### config.mk
export PLATFORM = sky130hd
export DESIGN_NAME = debug_gate
export DESIGN_NICKNAME = d
export VERILOG_FILES = /design/src/logic/soc_pkg.sv /design/src/logic/debug_gate.sv
export SDC_FILE = /design/constraint.sdc
export NUM_CORES = 1
export LEC_CHECK = 0
export BUFFER_PORTS_ARGS = -buffer_cell sky130_fd_sc_hd__buf_4
export CAP_MARGIN = 25
export CORE_MARGIN = 4
export CORE_UTILIZATION = 25
export CTS_CLUSTER_DIAMETER = 30
export DETAILED_ROUTE_END_ITERATION = 8
export SLEW_MARGIN = 20
export SYNTH_ARGS = -nofsm -noshare
export SYNTH_HDL_FRONTEND = slang
export SYNTH_SLANG_ARGS = --single-unit
### constraint.sdc
create_clock -name clk_i -period 2.46 [get_ports clk_i]
set_input_delay 0.246 -clock clk_i [delete_from_list [all_inputs] [get_ports clk_i]]
set_output_delay 0.246 -clock clk_i [all_outputs]
set_load 0.02 [all_outputs]
### src/logic/soc_pkg.sv
package soc_pkg;

  // --------------------------------------------------
  // Widths
  // --------------------------------------------------
  localparam int unsigned AddrWidth  = 64;
  localparam int unsigned DataWidth  = 64;
  localparam int unsigned StrbWidth  = DataWidth / 8;
  localparam int unsigned ByteOffset = $clog2(StrbWidth); // Bits dropped for the word index
  localparam int unsigned ExitWidth  = 32;                // Lower half of the written word
  localparam int unsigned NbHarts    = 2;

  typedef logic [AddrWidth-1:0] addr_t;
  typedef logic [DataWidth-1:0] data_t;
  typedef logic [StrbWidth-1:0] strb_t;
  typedef logic [ExitWidth-1:0] exit_t;
  typedef logic [NbHarts-1:0]   hart_vec_t;

  // Decoded target of a request
  typedef enum logic [1:0] {
    TgtRom  = 2'd0,
    TgtDram = 2'd1,
    TgtErr  = 2'd2
  } target_e;

  // --------------------------------------------------
  // Address map
  // --------------------------------------------------
  localparam addr_t RomBase    = 64'h0000_0000_0001_0000;
  localparam addr_t RomLength  = 64'h0000_0000_0001_0000;
  localparam addr_t GpioBase   = 64'h0000_0000_4000_0000; // Served by the error target
  localparam addr_t GpioLength = 64'h0000_0000_0000_1000;
  localparam addr_t DramBase   = 64'h0000_0000_8000_0000; // Length set by NumWords
  localparam addr_t ExitAddr   = DramBase;

  // Boot ROM contents
  localparam int unsigned RomWords    = 16;
  localparam int unsigned RomIdxWidth = $clog2(RomWords);
  localparam logic [31:0] RomTag      = 32'hB007_10AD;

  // Error target read pattern
  localparam data_t ErrData = 64'hDEAD_BEEF_DEAD_BEEF;

  // Tag in the upper half, word index in the lower half
  function automatic data_t rom_word(input logic [RomIdxWidth-1:0] idx);
    data_t word;
    word = {RomTag, {(32 - RomIdxWidth){1'b0}}, idx};
    return word;
  endfunction

endpackage

### src/logic/debug_gate.sv
`timescale 1ns/10ps

module debug_gate #(
  parameter int unsigned DbgDelayCycles = 500
) (
  input  logic               clk_i,
  input  logic               rst_ni,
  input  soc_pkg::hart_vec_t debug_req_i,
  input  logic               debug_en_i,
  output soc_pkg::hart_vec_t debug_req_o
);

  localparam int unsigned CntWidth = (DbgDelayCycles > 0) ? $clog2(DbgDelayCycles + 1) : 1;

  // Hold-off counter, gives boot code time before any debug request lands
  logic [CntWidth-1:0] delay_cnt_q;
  logic                holdoff;

  assign holdoff = (delay_cnt_q != '0);

  always_ff @(posedge clk_i or negedge rst_ni) begin
    if (!rst_ni) begin
      delay_cnt_q <= CntWidth'(DbgDelayCycles);
    end else if (holdoff) begin
      delay_cnt_q <= delay_cnt_q - 1'b1; // Stops at zero
    end
  end

  // --------------------------------------------------
  // Request gating
  // --------------------------------------------------
  always_comb begin
    if (holdoff || !debug_en_i) begin
      debug_req_o = '0;
    end else begin
      debug_req_o = debug_req_i;
    end
  end

endmodule

# Word level (Yosys, flattened, before mapping)
# Cells that the tools add are included.
# classes
add_sub_neg	1
multipliers	0
n_div	0
order_cmp	0
n_eq_ne	0
n_shift	0
mux	1
bitwise	0
reduce_logical	3
# op_table
operator	n
nonzero test 9 bit	1
subtractor 9 x 1 -> 9 bit, second input constant	1
2-to-1 mux 2 bit	1
logical NOT 1 bit	1
logical OR 1 bit	1
# word_totals
ff_bits	9
latch_bits	0
ramBits	0
rom_bits	0
elab_cells	6
n_memories	0

# Logic depth before layout (Yosys ltp)
# depth
ltp_word	3
mapped_depth	5

# Least setup slack after synthesis
# No wires, ideal clock.
# synth_timing
kind	register -> output
start	register delay_cnt_q[3]
end	output port debug_req_o[0]
arrival_time_ns	1.579
required_ns	2.214
path_slack_ns	0.635
stages_incl_launch_ff	4
path_buffers	0
path_cell_list	dfrtp_1 > or4_4 > nor4_4 > and3_2
# synth_via
elab_chain_len	3
# synth_lines
element	line_no	source
from (decl)	debug_gate.sv:16	logic [CntWidth-1:0] delay_cnt_q;
from (signal assigned)	debug_gate.sv:23	delay_cnt_q <= CntWidth'(DbgDelayCycles);
from (signal assigned)	debug_gate.sv:25	delay_cnt_q <= delay_cnt_q - 1'b1;
nonzero test 9 bit	debug_gate.sv:19	assign holdoff = (delay_cnt_q != '0);
logical OR 1 bit	debug_gate.sv:33	if (holdoff || !debug_en_i) begin
2-to-1 mux 2 bit	debug_gate.sv:33	
to (decl)	debug_gate.sv:10	output soc_pkg::hart_vec_t debug_req_o
# No other way between the ends.

# Worst setup path after layout
# Same ends and word-level chain as after synthesis.

==> metrics.txt <==
Detailed Place HPWL=593.3 um; routability cong.=0.6776; H-tree Lvls=1; gr ovfl total=0; largest registers=delay_cnt_q: 9 flops; Port Buffers=6; Reg clk slew, reported paths=0.06 ns; Gate Count Post-Synth=40; Core Area=between 1500 and 2000 um^2; num ports=7; dominant cells by area after synthesis=dfstp_2, dfrtp_1, o21ai_0; Pwr Density=489.7 nW/um^2; netlist area before placement=around 450 um^2; reg-to-reg endpoint=delay_cnt_q[3]$_DFFE_PN0P_; Hold Crit Class=primary input to async pin; routed len/inst=10.46 um; Distinct cells, synth=20; gr usage total=0.07582; max reg flops=9; crit path buf inv count=1; final setup fails=0; cts repair resizes=0; initial core utilization=0.2616; CP Capture Point=debug_req_o[0]; flops & latches, synth=9; Layout area overhead=24.93%; clock root buffer=clkbuf_4; vias in the first global route=333; unrepaired setup endpoints after global routing=no; CTS Sinks=9; Final ANT Viol Nets=0; Max Freq=0.4426 GHz; most frequent cells in the layout=o21ai_0, dfstp_2, buf_4; fin crit period=2.259 ns; die width=50.51 um; Post-Route Utilization=0.3268; Leak Pwr=about 0.26 nW; status=complete, no violations; syn_area_per_cell=11.29 um^2; Final period util=0.9184; Max Cap Violations=0; # DRC=0; YS warnings=0; Worst Path Required=2.21 ns; Slew @ Worst Pin=0.3853 ns; Hold Vio Cnt, Final=0; Antenna Cells=0; DIE AREA=2551 um^2; CTS tree=built; hold slack=between 0.3 and 0.4 ns; Worst R2R Start=delay_cnt_q[3]$_DFFE_PN0P_; Setup crit end kind=primary output; clk_skew=slightly above 0.0005 ns; Yosys top cell by area=dfstp_2; initial antenna violation count=0; Via Count=332; initial DRC count=3; Crit-path slowest cell=or4_4; Slew HR=0.7412; WS Path Type=flip-flop to primary output; startpoint types=flip-flop; vias per std cell=4.368; share of post-route cells with drive strength above 1=0.4510; CP Depth=4; crit path cell chain=or4_4 > nor4_4 > and3_2 > buf_4; Worst-Skew Late Latency=0.26 ns; syn_nets=46; Max Root-Sink Buffers=2; Seq/Total Area, Yosys=0.5152; top-area cell type share of the netlist area=0.3490; R2R cell count=3; delay of the slowest cell on the worst path=approximately 0.6 ns; TritonCTS Buffers=3; CP delay by family, top=simple AND/OR/NAND/NOR gates; CP max FO=6; Critical Path AT=between 2 and 2.5 ns; Crit. Startpoint=delay_cnt_q[3]$_DFFE_PN0P_; largest net degree at the start of global routing=10; Peak VDD IR=between 0.00015 and 0.0002 V; Nets=between 50 and 60; Die Y=50.51 um; router iterations before antenna repair=4; TNS Setup=0 ns; number of placement rows=15; Final Max Tran Viols=0; R2R Setup Slk=roughly 0.77 ns; drt total wl=795 um; global-route wire length before repair=~1400 um; Largest Register=delay_cnt_q
-- how the worst min path moves through the flow --
stage               startpoint                          to  cells past startpoint
floorplan               rst_ni  delay_cnt_q[0]$_DFFE_PN0P_                      0
detailed placement      rst_ni  delay_cnt_q[1]$_DFFE_PN0P_                      1
finish                  rst_ni  delay_cnt_q[3]$_DFFE_PN0P_                      2
global route            rst_ni  delay_cnt_q[3]$_DFFE_PN0P_                      2
global placement        rst_ni  delay_cnt_q[1]$_DFFE_PN0P_                      1
CTS                     rst_ni  delay_cnt_q[3]$_DFFE_PN0P_                      2
-- report_power, final --
part / internal, mW / switching, mW / total, mW
registers: 0.149 / 0 / 0.149
logic: 0.00827 / 0.00685 / 0.0151
clock network: 0.0624 / 0.0502 / 0.113
-- per-stage QoR --
stage / setup WS [ns] / instances / power, mW / cell area, um^2
after CTS: 0.1785 / 76 / 0.2851 / 564.3
final: 0.2008 / 76 / 0.2763 / 564.3
after global routing: 0.08607 / 76 / 0.2974 / 564.3
after global placement: 0.5014 / 71 / 0.1646 / 528.0
after floorplan: 0.6346 / 40 / 0.1548 / 451.7
after detailed placement: 0.4832 / 71 / 0.1650 / 528.0
-- synthesized netlist by cell type --
library cell / n
nand2b_1: 2
or4_4: 1
ha_1: 1
mux2_2: 1
nor4_4: 1
xnor2_1: 1
nor3_1: 2
nor2_1: 2
nand2_1: 1
and3_2: 2
inv_1: 2
o31ai_1: 2
mux2i_1: 1
o21ai_0: 6
or3_1: 2
dfrtp_1: 3
o21bai_1: 1
or2_2: 2
dfstp_2: 6
o31a_2: 1
-- per-layer routing --
metal,part of all wire,track usage
met5,0,0
met4,0.016,0.04036
met1,0.45,0.08227
met3,0.048,0.04451
met2,0.48,0.1152
-- repair_timing --
action,in CTS,in global routing
hold endpoints to repair,9,0
setup endpoints to repair,0,0
hold buffers,1,0
setup buffers,0,0
-- final cells by class --
class                      instances  area (um^2)
fill                             188         1162
sequential                         9        232.7
tap                               25        31.28
inverter                           2        7.507
clock buffer                       4        26.28
timing repair buffer               7        55.05
multi-input combinational         29        211.5
-- logic make-up (layout without fill, tap and decap cells) --
kind of cell	count (synthesis)	count (layout)	share of synthesized area
AOI/OAI and AO/OA	10	10	0.1385
xor gates and xnor gates	1	1	0.01939
adders and majority gates	1	1	0.02770
buffers and inverters	2	13	0.01663
DFF	9	9	0.5152
muxes	2	2	0.04709
and+or+nand+nor	15	15	0.2354
No activity file was read; power rests on OpenSTA's default activity.
