[src/logic/soc_pkg.sv]
package soc_pkg;

  // --------------------------------------------------
  // Widths
  // --------------------------------------------------
  localparam int unsigned AddrWidth  = 64;
  localparam int unsigned DataWidth  = 64;
  localparam int unsigned StrbWidth  = DataWidth / 8;
  localparam int unsigned ByteOffset = $clog2(StrbWidth); // Bits dropped for the word index
  localparam int unsigned ExitWidth  = 32;                // Lower half of the written word
  localparam int unsigned NbHarts    = 2;

  typedef logic [AddrWidth-1:0] addr_t;
  typedef logic [DataWidth-1:0] data_t;
  typedef logic [StrbWidth-1:0] strb_t;
  typedef logic [ExitWidth-1:0] exit_t;
  typedef logic [NbHarts-1:0]   hart_vec_t;

  // Decoded target of a request
  typedef enum logic [1:0] {
    TgtRom  = 2'd0,
    TgtDram = 2'd1,
    TgtErr  = 2'd2
  } target_e;

  // --------------------------------------------------
  // Address map
  // --------------------------------------------------
  localparam addr_t RomBase    = 64'h0000_0000_0001_0000;
  localparam addr_t RomLength  = 64'h0000_0000_0001_0000;
  localparam addr_t GpioBase   = 64'h0000_0000_4000_0000; // Served by the error target
  localparam addr_t GpioLength = 64'h0000_0000_0000_1000;
  localparam addr_t DramBase   = 64'h0000_0000_8000_0000; // Length set by NumWords
  localparam addr_t ExitAddr   = DramBase;

  // Boot ROM contents
  localparam int unsigned RomWords    = 16;
  localparam int unsigned RomIdxWidth = $clog2(RomWords);
  localparam logic [31:0] RomTag      = 32'hB007_10AD;

  // Error target read pattern
  localparam data_t ErrData = 64'hDEAD_BEEF_DEAD_BEEF;

  // Tag in the upper half, word index in the lower half
  function automatic data_t rom_word(input logic [RomIdxWidth-1:0] idx);
    data_t word;
    word = {RomTag, {(32 - RomIdxWidth){1'b0}}, idx};
    return word;
  endfunction

endpackage

[src/logic/resp_stage.sv]
`timescale 1ns/10ps

module resp_stage (
  input  logic           clk_i,
  input  logic           rst_ni,
  input  logic           acc_valid_i,
  input  logic           acc_we_i,
  input  soc_pkg::data_t acc_rdata_i,
  input  logic           acc_err_i,
  input  logic           acc_exit_i,
  input  soc_pkg::exit_t acc_exit_val_i,
  output logic           rsp_valid_o,
  output soc_pkg::data_t rsp_rdata_o,
  output logic           rsp_err_o,
  output soc_pkg::exit_t exit_o
);

  logic           write_ok;
  soc_pkg::data_t rdata;
  soc_pkg::exit_t exit_val;

  // Clean writes answer with zero data
  assign write_ok = acc_we_i && !acc_err_i;
  assign rdata    = write_ok ? '0 : acc_rdata_i;

  assign exit_val = (acc_valid_i && acc_exit_i) ? acc_exit_val_i : '0;

  // --------------------------------------------------
  // Response registers
  // --------------------------------------------------
  always_ff @(posedge clk_i or negedge rst_ni) begin
    if (!rst_ni) begin
      rsp_valid_o <= 1'b0;
      rsp_err_o   <= 1'b0;
      exit_o      <= '0;
    end else begin
      rsp_valid_o <= acc_valid_i;
      rsp_err_o   <= acc_valid_i && acc_err_i;
      exit_o      <= exit_val; // Nonzero only in the exit response cycle
    end
  end

  always_ff @(posedge clk_i) begin
    rsp_rdata_o <= rdata;
  end

endmodule

[config.mk]
export PLATFORM = sky130hd
export DESIGN_NAME = resp_stage
export DESIGN_NICKNAME = d
export VERILOG_FILES = /design/src/logic/soc_pkg.sv /design/src/logic/resp_stage.sv
export SDC_FILE = /design/constraint.sdc
export NUM_CORES = 1
export LEC_CHECK = 0
export BUFFER_PORTS_ARGS = -buffer_cell sky130_fd_sc_hd__buf_2
export CAP_MARGIN = 40
export CORE_MARGIN = 10
export CORE_UTILIZATION = 42
export CTS_BUF_LIST = sky130_fd_sc_hd__clkbuf_2
export DETAILED_ROUTE_END_ITERATION = 8
export PLACE_DENSITY = 0.94
export SYNTH_ARGS = -nofsm -noshare
export SYNTH_HDL_FRONTEND = slang
export SYNTH_SLANG_ARGS = --single-unit
export TNS_END_PERCENT = 20
[constraint.sdc]
create_clock -name clk_i -period 0.8 [get_ports clk_i]
set_input_delay 0.16 -clock clk_i [delete_from_list [all_inputs] [get_ports clk_i]]
set_output_delay 0.16 -clock clk_i [all_outputs]
set_load 0.01 [all_outputs]
Word-level counts from Yosys, hierarchy flattened. Index checks and enable logic that the tools add are counted. Widths: inputs -> output; s select.

Reduce and logical (&&, ||, !) cells: 4. Multiplexer cells: 1.

Operators with widths (count): $mux 32 (1); $logic_and 1x1->1 (3); $logic_not 1->1 (1).

Logic and storage cells: 9. Input bits: 102. Bits in registers: 98.

Longest topological paths before layout.
Depth in word-level cells: 2. Depth in mapped cells: 4.

Worst setup path before layout. OpenSTA, ideal clock, no wires.

Kind: input to register. Start point: input acc_err_i. End point: register rsp_rdata_o[10]. Arrival: 0.662 ns. Path slack: 0.023 ns. Cell stages on the path: 4. Buffers on the path: 2. Cells stage by stage: nand2b_4 > buf_6 > buf_6 > and2_1.

Longest elaborated chain between the ends: 2.

RTL lines: start, declared (line resp_stage.sv:9) `input logic acc_err_i,`; $logic_not 1->1 (line resp_stage.sv:23) `assign write_ok = acc_we_i && !acc_err_i;`; $logic_and 1x1->1 (line resp_stage.sv:23); end signal, assigned (line resp_stage.sv:44) `rsp_rdata_o <= rdata;`; end, declared (line resp_stage.sv:13) `output soc_pkg::data_t rsp_rdata_o,`.

Every way passes these cells. A chain may end at the register's enable or synchronous reset.

Worst setup path in the final report.
Start point: register exit_o[5]. End point: output exit_o[5].

RTL lines: start, declared (line resp_stage.sv:15) `output soc_pkg::exit_t exit_o`; start signal, assigned (line resp_stage.sv:39) `exit_o <= exit_val;`.

No word-level cell between the ends.

==> impl_results.md <==
- TritonCTS Buffers: 9
- CTS tree: yes
- GRT Residual Overflow: 0
- Final HPWL from detailed placement: between 6000 and 7000 µm
- Final core utilization: 0.844
- Worst-margin pin slew: 0.493 ns
- Dpl ws: -0.0983 ns
- Max VDD drop: 1.39 mV
- Asr flop ratio synth: 0.347
- Worst-path cell chain: buf_6
- Core ar.: approximately 0.0065 mm²
- Final instance count without filler cells: ~600
- Placed cells: 475
- Crit path kind: reg2out
- 1st-iter DRT viols: 85
- Setup crit start kind: flip-flop
- CP peak stage delay: 0.47 ns
- Layout cell share with drive strength beyond 1: 0.520
- Top FF cell, synth: dfxtp_1
- Leading post-synthesis cells by cell area: dfxtp_1 45%, dfrtp_1 30%, and2_1 14%, and3_1 7.0%, buf_6 2.8%
- Slowest stage cell, crit path: dfrtp_1
- Placed Instance Area: between 0.003 and 0.004 mm²
- Final net count: 610
- Met2 Use GR: 0.401
- Number of global-route vias before repair: 3049
- PwrDens: 1660 mW/mm²
- Setup violators final: 98
- Yosys cell types: 7
- GRT Max-Usage Layer: met2
- HP Class: in2async
- Top-count cell post-synth: and2_1
- Total wire length: 12400 µm
- # port buffers: 199
- Tot Pwr: 9.06 mW
- Fin worst setup slack: -0.477 ns
- Share of the synthesized area in the top cell type: 0.449
- Clock sinks: between 90 and 100
- Maximum clock rate: slightly below 800 MHz
- Pin count of the biggest net entering global routing: 65
- Syn Nets: 311
- Setup repair bufs after CTS: 0
- Sequential area share after synthesis: 0.747
- Crit Path Max Fanout: 1
- Failing checks: negative setup slack
- Worst-case clock buffer depth: 2
- RSZ-0062 raised after global routing: true
- Gpl congestion: 0.803
- Antenna violation net count after detailed routing: 0
- Hold WS: approximately 0.11 ns
- Yosys warns: 0
- Initial antenna violation count: 4
- Number of max-cap violations: 0
- Die W: 102 µm
- Worst Setup End Kind: output pin
- Router iterations before antenna repair: 5
- Via-per-instance ratio: between 4 and 5
- Period utilisation layout: 1.60
- #FFs+latches synth: 98
- Post-synth top area cell: dfxtp_1
- H-tree levels: 3
- Leading cell types by count after synthesis: 65 x and2_1, 64 x dfxtp_1, 34 x dfrtp_1
- Max Slew Vio Count: 0
- First-pass GRT wire length: roughly 16000 µm
- Num rows: 29
- Via count: 2742
- DRC Markers: 0
- Synth Cell Area: 0.00285 mm²
- Final min period: about 1.3 ns
- Synth Instances: 209
- Final hold violations: 0
- Status: finished with violations
- Avg Synthesized Cell Area: 13.7 µm²
- Final setup TNS: -37.71 ns
- I/O pins: 200
- Max-slew headroom: 0.672
- Layout Area Growth over Synthesis: 90.9%
- Root Driver: clkbuf_2
- Tot GR Track Use: 0.209
- Critical path buffers and inverters: 1
- Clock-pin slew on the worst setup and hold paths: 0.25 ns
- GRT met3 Usage: 0.0884
- Post-synth EDFFs: 0
- Critical Path RT: around 0.64 ns
- DR WL/cell: 20.9 µm
- Die Ht: ~100 µm
- CP top delay family: flip-flops
- Final instance area: around 0.0054 mm²
- Met1 global-route usage: 0.189
- Full die area: 0.0105 mm²
- Initial core utilization: 0.442
- Leakage: 2.79 nW
- WP data arrival: 1.12 ns
==> layout by cell type (no fill, tap or decap) <==
| master | count |
|---|---|
| and3_1 | 32 |
| buf_12 | 2 |
| dfrtp_1 | 34 |
| buf_2 | 133 |
| inv_4 | 1 |
| clkinv_1 | 1 |
| diode_2 | 4 |
| dfxtp_2 | 49 |
| clkinvlp_4 | 2 |
| clkbuf_2 | 11 |
| nand2b_4 | 1 |
| dfxtp_1 | 15 |
| and2_1 | 65 |
| clkinv_2 | 1 |
| buf_4 | 2 |
| buf_6 | 65 |
| dlygate4sd3_1 | 99 |
==> path summary, 6_finish.rpt <==
| check | startpoint | end | cells past startpoint |
|---|---|---|---|
| min in group clk_i | acc_valid_i | exit_o[0] | 2 |
| min | rst_ni | exit_o[10] | 3 |
| max | exit_o[5] | exit_o[5] | 1 |
| max in group asynchronous | rst_ni | exit_o[13] | 3 |
==> area by class of cell <==
cell class	instances	area, µm²
Fill cell	318	1010
Sequential cell	98	2190
Antenna cell	4	10.0
Clock buffer	11	55.1
Tap cell	77	96.3
Multi-Input combinational cell	98	621
Clock inverter	5	30.0
Timing Repair Buffer	301	2440
==> flip-flops by register name (all words and copies together), names as in the netlist <==
name and flops:
rsp_rdata_o 64, rsp_valid_o 1, rsp_err_o 1, exit_o 32
==> worst min-delay path, stage by stage <==
cell           delay (ns)
dlygate4sd3_1        0.53
buf_2                0.13
buf_12               0.20
==> logic make-up (layout without fill, tap and decap cells) <==
group         after synthesis  count (layout)  share of synthesized area
simple gates               98              98                      0.217
other cells                 0               4                          0
flops                      98              98                      0.747
buf+inv                    13             317                     0.0355
==> layer usage <==
layer,vias to the layer above,part of all wire
met2,148,0.56
met3,31,0.089
met5,-,0
met1,1308,0.32
li1,1255,-
met4,0,0.033
==> timing repair <==
item                                   in CTS  in global routing
hold buffers                               99                  0
endpoints found under the hold margin     132                  0
setup endpoints to repair                  98                 98
gates cloned                                0                  0
gates resized for setup                    25                 97
==> report_power, final <==
group / switching (mW) / total, mW / internal [mW]
clock network: 1.58 / 2.00 / 0.421
registers: 0.130 / 5.36 / 5.23
logic: 0.654 / 1.70 / 1.05
Note: power is estimated with default switching activity, not from simulation.
