--- src/logic/soc_pkg.sv ---
package soc_pkg;

  // --------------------------------------------------
  // Widths
  // --------------------------------------------------
  localparam int unsigned AddrWidth  = 64;
  localparam int unsigned DataWidth  = 64;
  localparam int unsigned StrbWidth  = DataWidth / 8;
  localparam int unsigned ByteOffset = $clog2(StrbWidth); // Bits dropped for the word index
  localparam int unsigned ExitWidth  = 32;                // Lower half of the written word
  localparam int unsigned NbHarts    = 2;

  typedef logic [AddrWidth-1:0] addr_t;
  typedef logic [DataWidth-1:0] data_t;
  typedef logic [StrbWidth-1:0] strb_t;
  typedef logic [ExitWidth-1:0] exit_t;
  typedef logic [NbHarts-1:0]   hart_vec_t;

  // Decoded target of a request
  typedef enum logic [1:0] {
    TgtRom  = 2'd0,
    TgtDram = 2'd1,
    TgtErr  = 2'd2
  } target_e;

  // --------------------------------------------------
  // Address map
  // --------------------------------------------------
  localparam addr_t RomBase    = 64'h0000_0000_0001_0000;
  localparam addr_t RomLength  = 64'h0000_0000_0001_0000;
  localparam addr_t GpioBase   = 64'h0000_0000_4000_0000; // Served by the error target
  localparam addr_t GpioLength = 64'h0000_0000_0000_1000;
  localparam addr_t DramBase   = 64'h0000_0000_8000_0000; // Length set by NumWords
  localparam addr_t ExitAddr   = DramBase;

  // Boot ROM contents
  localparam int unsigned RomWords    = 16;
  localparam int unsigned RomIdxWidth = $clog2(RomWords);
  localparam logic [31:0] RomTag      = 32'hB007_10AD;

  // Error target read pattern
  localparam data_t ErrData = 64'hDEAD_BEEF_DEAD_BEEF;

  // Tag in the upper half, word index in the lower half
  function automatic data_t rom_word(input logic [RomIdxWidth-1:0] idx);
    data_t word;
    word = {RomTag, {(32 - RomIdxWidth){1'b0}}, idx};
    return word;
  endfunction

endpackage

--- src/logic/addr_decode_stage.sv ---
`timescale 1ns/10ps

module addr_decode_stage #(
  parameter int unsigned NumWords = 1024
) (
  input  logic                          clk_i,
  input  logic                          rst_ni,
  input  logic                          req_valid_i,
  input  logic                          req_we_i,
  input  soc_pkg::addr_t                req_addr_i,
  input  soc_pkg::strb_t                req_be_i,
  input  soc_pkg::data_t                req_wdata_i,
  output logic                          dec_valid_o,
  output logic                          dec_we_o,
  output soc_pkg::target_e              dec_target_o,
  output logic [$clog2(NumWords)-1:0]   dec_index_o,
  output soc_pkg::strb_t                dec_be_o,
  output soc_pkg::data_t                dec_wdata_o,
  output logic                          dec_exit_o
);

  localparam int unsigned IdxWidth = $clog2(NumWords);
  localparam soc_pkg::addr_t DramLength =
    soc_pkg::addr_t'(NumWords) * soc_pkg::addr_t'(soc_pkg::StrbWidth);

  // Request capture
  logic           req_valid_q;
  logic           req_we_q;
  soc_pkg::addr_t req_addr_q;
  soc_pkg::strb_t req_be_q;
  soc_pkg::data_t req_wdata_q;

  logic             in_rom, in_dram;
  soc_pkg::target_e target;

  always_ff @(posedge clk_i or negedge rst_ni) begin
    if (!rst_ni) begin
      req_valid_q <= 1'b0;
    end else begin
      req_valid_q <= req_valid_i;
    end
  end

  always_ff @(posedge clk_i) begin
    req_we_q    <= req_we_i;
    req_addr_q  <= req_addr_i;
    req_be_q    <= req_be_i;
    req_wdata_q <= req_wdata_i;
  end

  // --------------------------------------------------
  // Address map lookup
  // --------------------------------------------------
  assign in_rom  = (req_addr_q >= soc_pkg::RomBase) &&
                   (req_addr_q < soc_pkg::RomBase + soc_pkg::RomLength);
  assign in_dram = (req_addr_q >= soc_pkg::DramBase) &&
                   (req_addr_q < soc_pkg::DramBase + DramLength);

  always_comb begin
    if (in_rom && !req_we_q) begin
      target = soc_pkg::TgtRom;
    end else if (in_dram) begin
      target = soc_pkg::TgtDram;
    end else begin
      target = soc_pkg::TgtErr; // GPIO, unmapped and ROM writes
    end
  end

  always_ff @(posedge clk_i or negedge rst_ni) begin
    if (!rst_ni) begin
      dec_valid_o <= 1'b0;
    end else begin
      dec_valid_o <= req_valid_q;
    end
  end

  always_ff @(posedge clk_i) begin
    dec_we_o     <= req_we_q;
    dec_target_o <= target;
    // Windows are aligned so the low address bits are the relative index
    dec_index_o  <= req_addr_q[IdxWidth+soc_pkg::ByteOffset-1:soc_pkg::ByteOffset];
    dec_be_o     <= req_be_q;
    dec_wdata_o  <= req_wdata_q;
    dec_exit_o   <= req_we_q && in_dram && (req_addr_q == soc_pkg::ExitAddr);
  end

endmodule

--- config.mk ---
export PLATFORM = sky130hd
export DESIGN_NAME = addr_decode_stage
export DESIGN_NICKNAME = d
export VERILOG_FILES = /design/src/logic/soc_pkg.sv /design/src/logic/addr_decode_stage.sv
export SDC_FILE = /design/constraint.sdc
export NUM_CORES = 1
export LEC_CHECK = 0
export ABC_CLOCK_PERIOD_IN_PS = 3100
export BUFFER_PORTS_ARGS = -buffer_cell sky130_fd_sc_hd__buf_2
export CORE_MARGIN = 1.5
export CORE_UTILIZATION = 40
export CTS_BUF_LIST = sky130_fd_sc_hd__clkbuf_8
export CTS_CLUSTER_SIZE = 25
export DETAILED_ROUTE_END_ITERATION = 7
export PLACE_DENSITY = 0.73
export SETUP_SLACK_MARGIN = 0.2
export SYNTH_ARGS = -nofsm -noshare
export SYNTH_HDL_FRONTEND = slang
export SYNTH_SLANG_ARGS = --single-unit
--- constraint.sdc ---
create_clock -name clk_i -period 3.1 [get_ports clk_i]
set_input_delay 0.155 -clock clk_i [delete_from_list [all_inputs] [get_ports clk_i]]
set_output_delay 0.155 -clock clk_i [all_outputs]
set_load 0.1 [all_outputs]
==> metrics, run 1 <==
top cells by area, synth=dfxtp_1, nor4_1, dfrtp_1; clk sinks=225; largest area contributor in the netlist=dfxtp_1; Ports=227; Ys Warns=0; Err=[ERROR RSZ-0060] Max buffer count reached.; Starting Density=slightly above 40%; Die X=111 um; H-tree levels=2; gpl congestion=about 0.74; Netlist cell types=13; hold buffers post-CTS=136; outcome=stopped before the end; total CTS buffers=35; root buf cell=clkbuf_8; postcts setup bufs=0; Seq cells post-synth=225; CTS max path bufs=3; Mapped Nets=between 300 and 400; Seq/Total Area, Yosys=96.2%; PortBufs=between 200 and 250; Resized cells post-CTS=0; Die Ht=111 um; site row count=39; Syn Inst Count=250; Stopped at=clock tree synthesis (4_1_cts); Mapped Avg Cell Area=between 15 and 20 sq um; Yosys top cell area share=95.1%; synthesized area=roughly 4700 sq um; hpwl dp=~6500 um
-- synth_stat cells, drive strengths merged --
cell,instances
a2111o,1
nor4,13
nor2,1
dfxtp,223
and4,1
nand4,3
nor4b,1
or3b,1
nor3,2
or4,1
dfrtp,2
nand3b,1
-- cell families after synthesis --
logic type	share of synthesized area [%]
DFF	96.2
AOI/OAI and AO/OA	0.240
and+or+nand+nor	3.57
-- metrics by stage --
stage                     area [sq um]  setup WS, ns  hold slack, ns  cells  util [%]
after floorplan                   4690          1.85          -0.141    250         -
after global placement            6000          1.66         -0.0590    619      52.6
after detailed placement          6000          1.61         -0.0557    619      52.6
==> run 2: changes to the inputs <==
--- a/config.mk
+++ b/config.mk
@@ -8,12 +8,9 @@
 export ABC_CLOCK_PERIOD_IN_PS = 3100
 export BUFFER_PORTS_ARGS = -buffer_cell sky130_fd_sc_hd__buf_2
 export CORE_MARGIN = 1.5
-export CORE_UTILIZATION = 40
-export CTS_BUF_LIST = sky130_fd_sc_hd__clkbuf_8
-export CTS_CLUSTER_SIZE = 25
+export CORE_UTILIZATION = 25
 export DETAILED_ROUTE_END_ITERATION = 7
-export PLACE_DENSITY = 0.73
-export SETUP_SLACK_MARGIN = 0.2
+export PLACE_DENSITY_LB_ADDON = 0.15
 export SYNTH_ARGS = -nofsm -noshare
 export SYNTH_HDL_FRONTEND = slang
 export SYNTH_SLANG_ARGS = --single-unit
==> metrics, run 2 <==
max-slew violations=0; WL/cell=12.3 um; Fmax=~0.68 GHz; Mapped Avg Cell Area=18.8 sq um (unchanged); hpwl dp=7080 um (was 6470 um); cell with the most instances after synthesis=dfxtp_1 (unchanged); core area=18200 sq um; Hold Path End=req_wdata_q[61]; Post-synth EDFFs=0 (unchanged); startpoint types=register; Async S/R FF share, synth=0.889% (unchanged); WP buf/inv=0; Multi-input gate area=179 sq um; final setup TNS=0 ns; Worst-path clk slew=approximately 0.06 ns; Ys Warns=0 (unchanged); Resized cells post-CTS=0 (unchanged); Crit path max-delay family=simple AND/OR/NAND/NOR gates; Crit Path Max Fanout=2; max_slew headroom=about two thirds; gpl congestion=0.685 (was 0.737); Reg2Reg Setup Slack=1.63 ns; drt first pass iters=4; commonest non-fill, non-tap cell in the layout=buf_2; H-tree levels=1 (was 2); root buf cell=clkbuf_16 (was clkbuf_8); Clock Latency Late Sink=0.49 ns; fraction of layout cells with a size suffix above 1=slightly above 40%; DRC violations left=0; Worst-Margin Slew=0.512 ns; Min-Delay Path Depth=2; internal power=slightly below 5 mW; PortBufs=226 (unchanged); Setup CP Type=reg2reg; Die Area=19600 sq um; clk sinks=225 (unchanged); vias=roughly 3300; Cell Pwr Density=787 nW/um^2; biggest regs=dec_wdata_o: 64 flops, req_addr_q: 64 flops, req_wdata_q: 64 flops; final wirelength=10900 um; post-route ant nets=0; total CTS buffers=24 (was 35); GRT Util Overall=between 10% and 20%; worst path cell trace=nor4_1 > nand4_1 > a2111o_1; Die X=140 um (was 111 um); synthesized area=4690 sq um (unchanged); Hold Vio Cnt, Final=0; hold path startpoint=req_wdata_i[61]; Psw=1.59 mW; vias in the first global route=3681; Filler cells=1647; max-cap viol count=0; Layout Utilization=45.5%; Critical R2R Launch=req_addr_q[43]; post-route minimum period=1.47 ns; largest area contributor in the netlist=dfxtp_1 (unchanged); overall power=~6.5 mW; Critical Path End Type=register; Seq pwr share=47.3%; part of the power in combinational logic=11.0%; Sw Share=~24%; setup violators final=0; initial antenna violation count=1; top cells by count, synth=dfxtp_1, nor4_1, nand4_1 (unchanged); leakage power=3.78 nW; top cells by area, synth=dfxtp_1, nor4_1, dfrtp_1 (unchanged); Mapped Nets=390 (unchanged); WP data required=3.48 ns; outcome=complete, no violations (was stopped before the end); Starting Density=25.8% (was 41.1%); period utilization=47.4%; first-pass GRT wire length=17500 um; Ports=227 (unchanged); largest net degree at the start of global routing=14; Worst Skew=0.00493 ns; Seq cells post-synth=225 (unchanged); Max stage delay on crit path=0.42 ns; Die Ht=140 um (was 111 um); Yosys top cell area share=95.1% (unchanged); CTS max path bufs=3 (unchanged); slowest cell on the critical path=a2111o_1; CTS tree=yes; Tightest Hold Check Type=in2reg; crit path DAT=roughly 1.9 ns; RSZ-0062 raised after global routing=no; Netlist cell types=13 (unchanged); Area Growth Syn to Fin=76.6%; Initial DRC Count=45; VDD IR-drop max=0.422 mV; Seq/Total Area, Yosys=96.2% (unchanged); Syn Inst Count=250 (unchanged); most frequent cells in the layout=buf_2, dfxtp_1, dlygate4sd3_1; Main synth FF type=dfxtp_1 (unchanged); Worst R2R End=dec_target_o[1]; clock power share=41.7%; reg2reg path depth=3; nets@finish=just under 800; DR vias/cell=3.67; Seq. cell area=4510 sq um; site row count=49 (was 39); global route overflow=0
run 2: layer usage:
metal  vias to the layer above  part of all wire, %  track usage (%)  wire (um)
met5                         -                    0                0          0
met4                         0                  3.3             4.93        357
met2                       148                   51             20.8       5620
met3                        30                  9.4             4.62       1030
li1                       1605                    -                -          -
met1                      1473                   36             11.0       3930
run 2: worst max-delay path by stage:
stage / endpoint / startpoint / cells after the start
floorplan: dec_target_o[1] / req_addr_q[31] / 2
global placement: dec_exit_o / req_addr_q[53] / 4
detailed placement: dec_exit_o / req_addr_q[50] / 4
CTS: dec_exit_o / req_addr_q[58] / 4
global route: dec_exit_o / req_addr_q[43] / 4
finish: dec_target_o[1] / req_addr_q[43] / 3
run 2: worst register-to-register path: cells and delay by family, from the launching register on:
| kind | cells | cell delay (ns) |
|---|---|---|
| AOI/OAI and AO/OA | 1 | 0.42 |
| and+or+nand+nor | 2 | 0.63 |
| DFF | 1 | 0.31 |
run 2: power by group through the flow:
stage	Clock, mW	Combinational [mW]	Sequential [mW]
detailed placement	0	0.577	3.15
CTS	2.83	0.719	3.09
floorplan	0	0.00499	3.57
finish	2.72	0.716	3.09
global route	2.97	0.743	3.10
global placement	0	0.576	3.14
run 2: cells by family after synthesis:
kind of cell / Yosys count / share of synthesized area [%]
AND/OR/NAND/NOR: 24 / 3.57
AO/OA/AOI/OAI: 1 / 0.240
flip-flops: 225 / 96.2
run 2: final cells by class:
cell class	instances	area share (%)
clock buffers	36	8.65
well taps	229	3.46
clock inverters	6	0.709
repair buffers	366	30.5
multi-input cells	25	2.16
diodes	1	0.0302
flip-flops and latches	225	54.5
run 2: repair_timing:
item | in CTS | in global routing
buffers inserted | 0 | 0
endpoints found under the hold margin | 140 | 0
hold buffers | 140 | 0
endpoints found under the setup margin | 0 | 0
run 2: per-stage QoR:
stage          setup WS [ns]  cells  hold WS [ns]  area (sq um)
5_1_grt                 1.46    888         0.264          8290
3_5_place_dp            1.61    705       -0.0580          6110
2_1_floorplan           1.85    250        -0.141          4690
3_3_place_gp            1.63    705       -0.0613          6110
4_1_cts                 1.60    887         0.253          8290
6_report                1.63    888         0.287          8290
No activity file was read; power rests on OpenSTA's default activity.
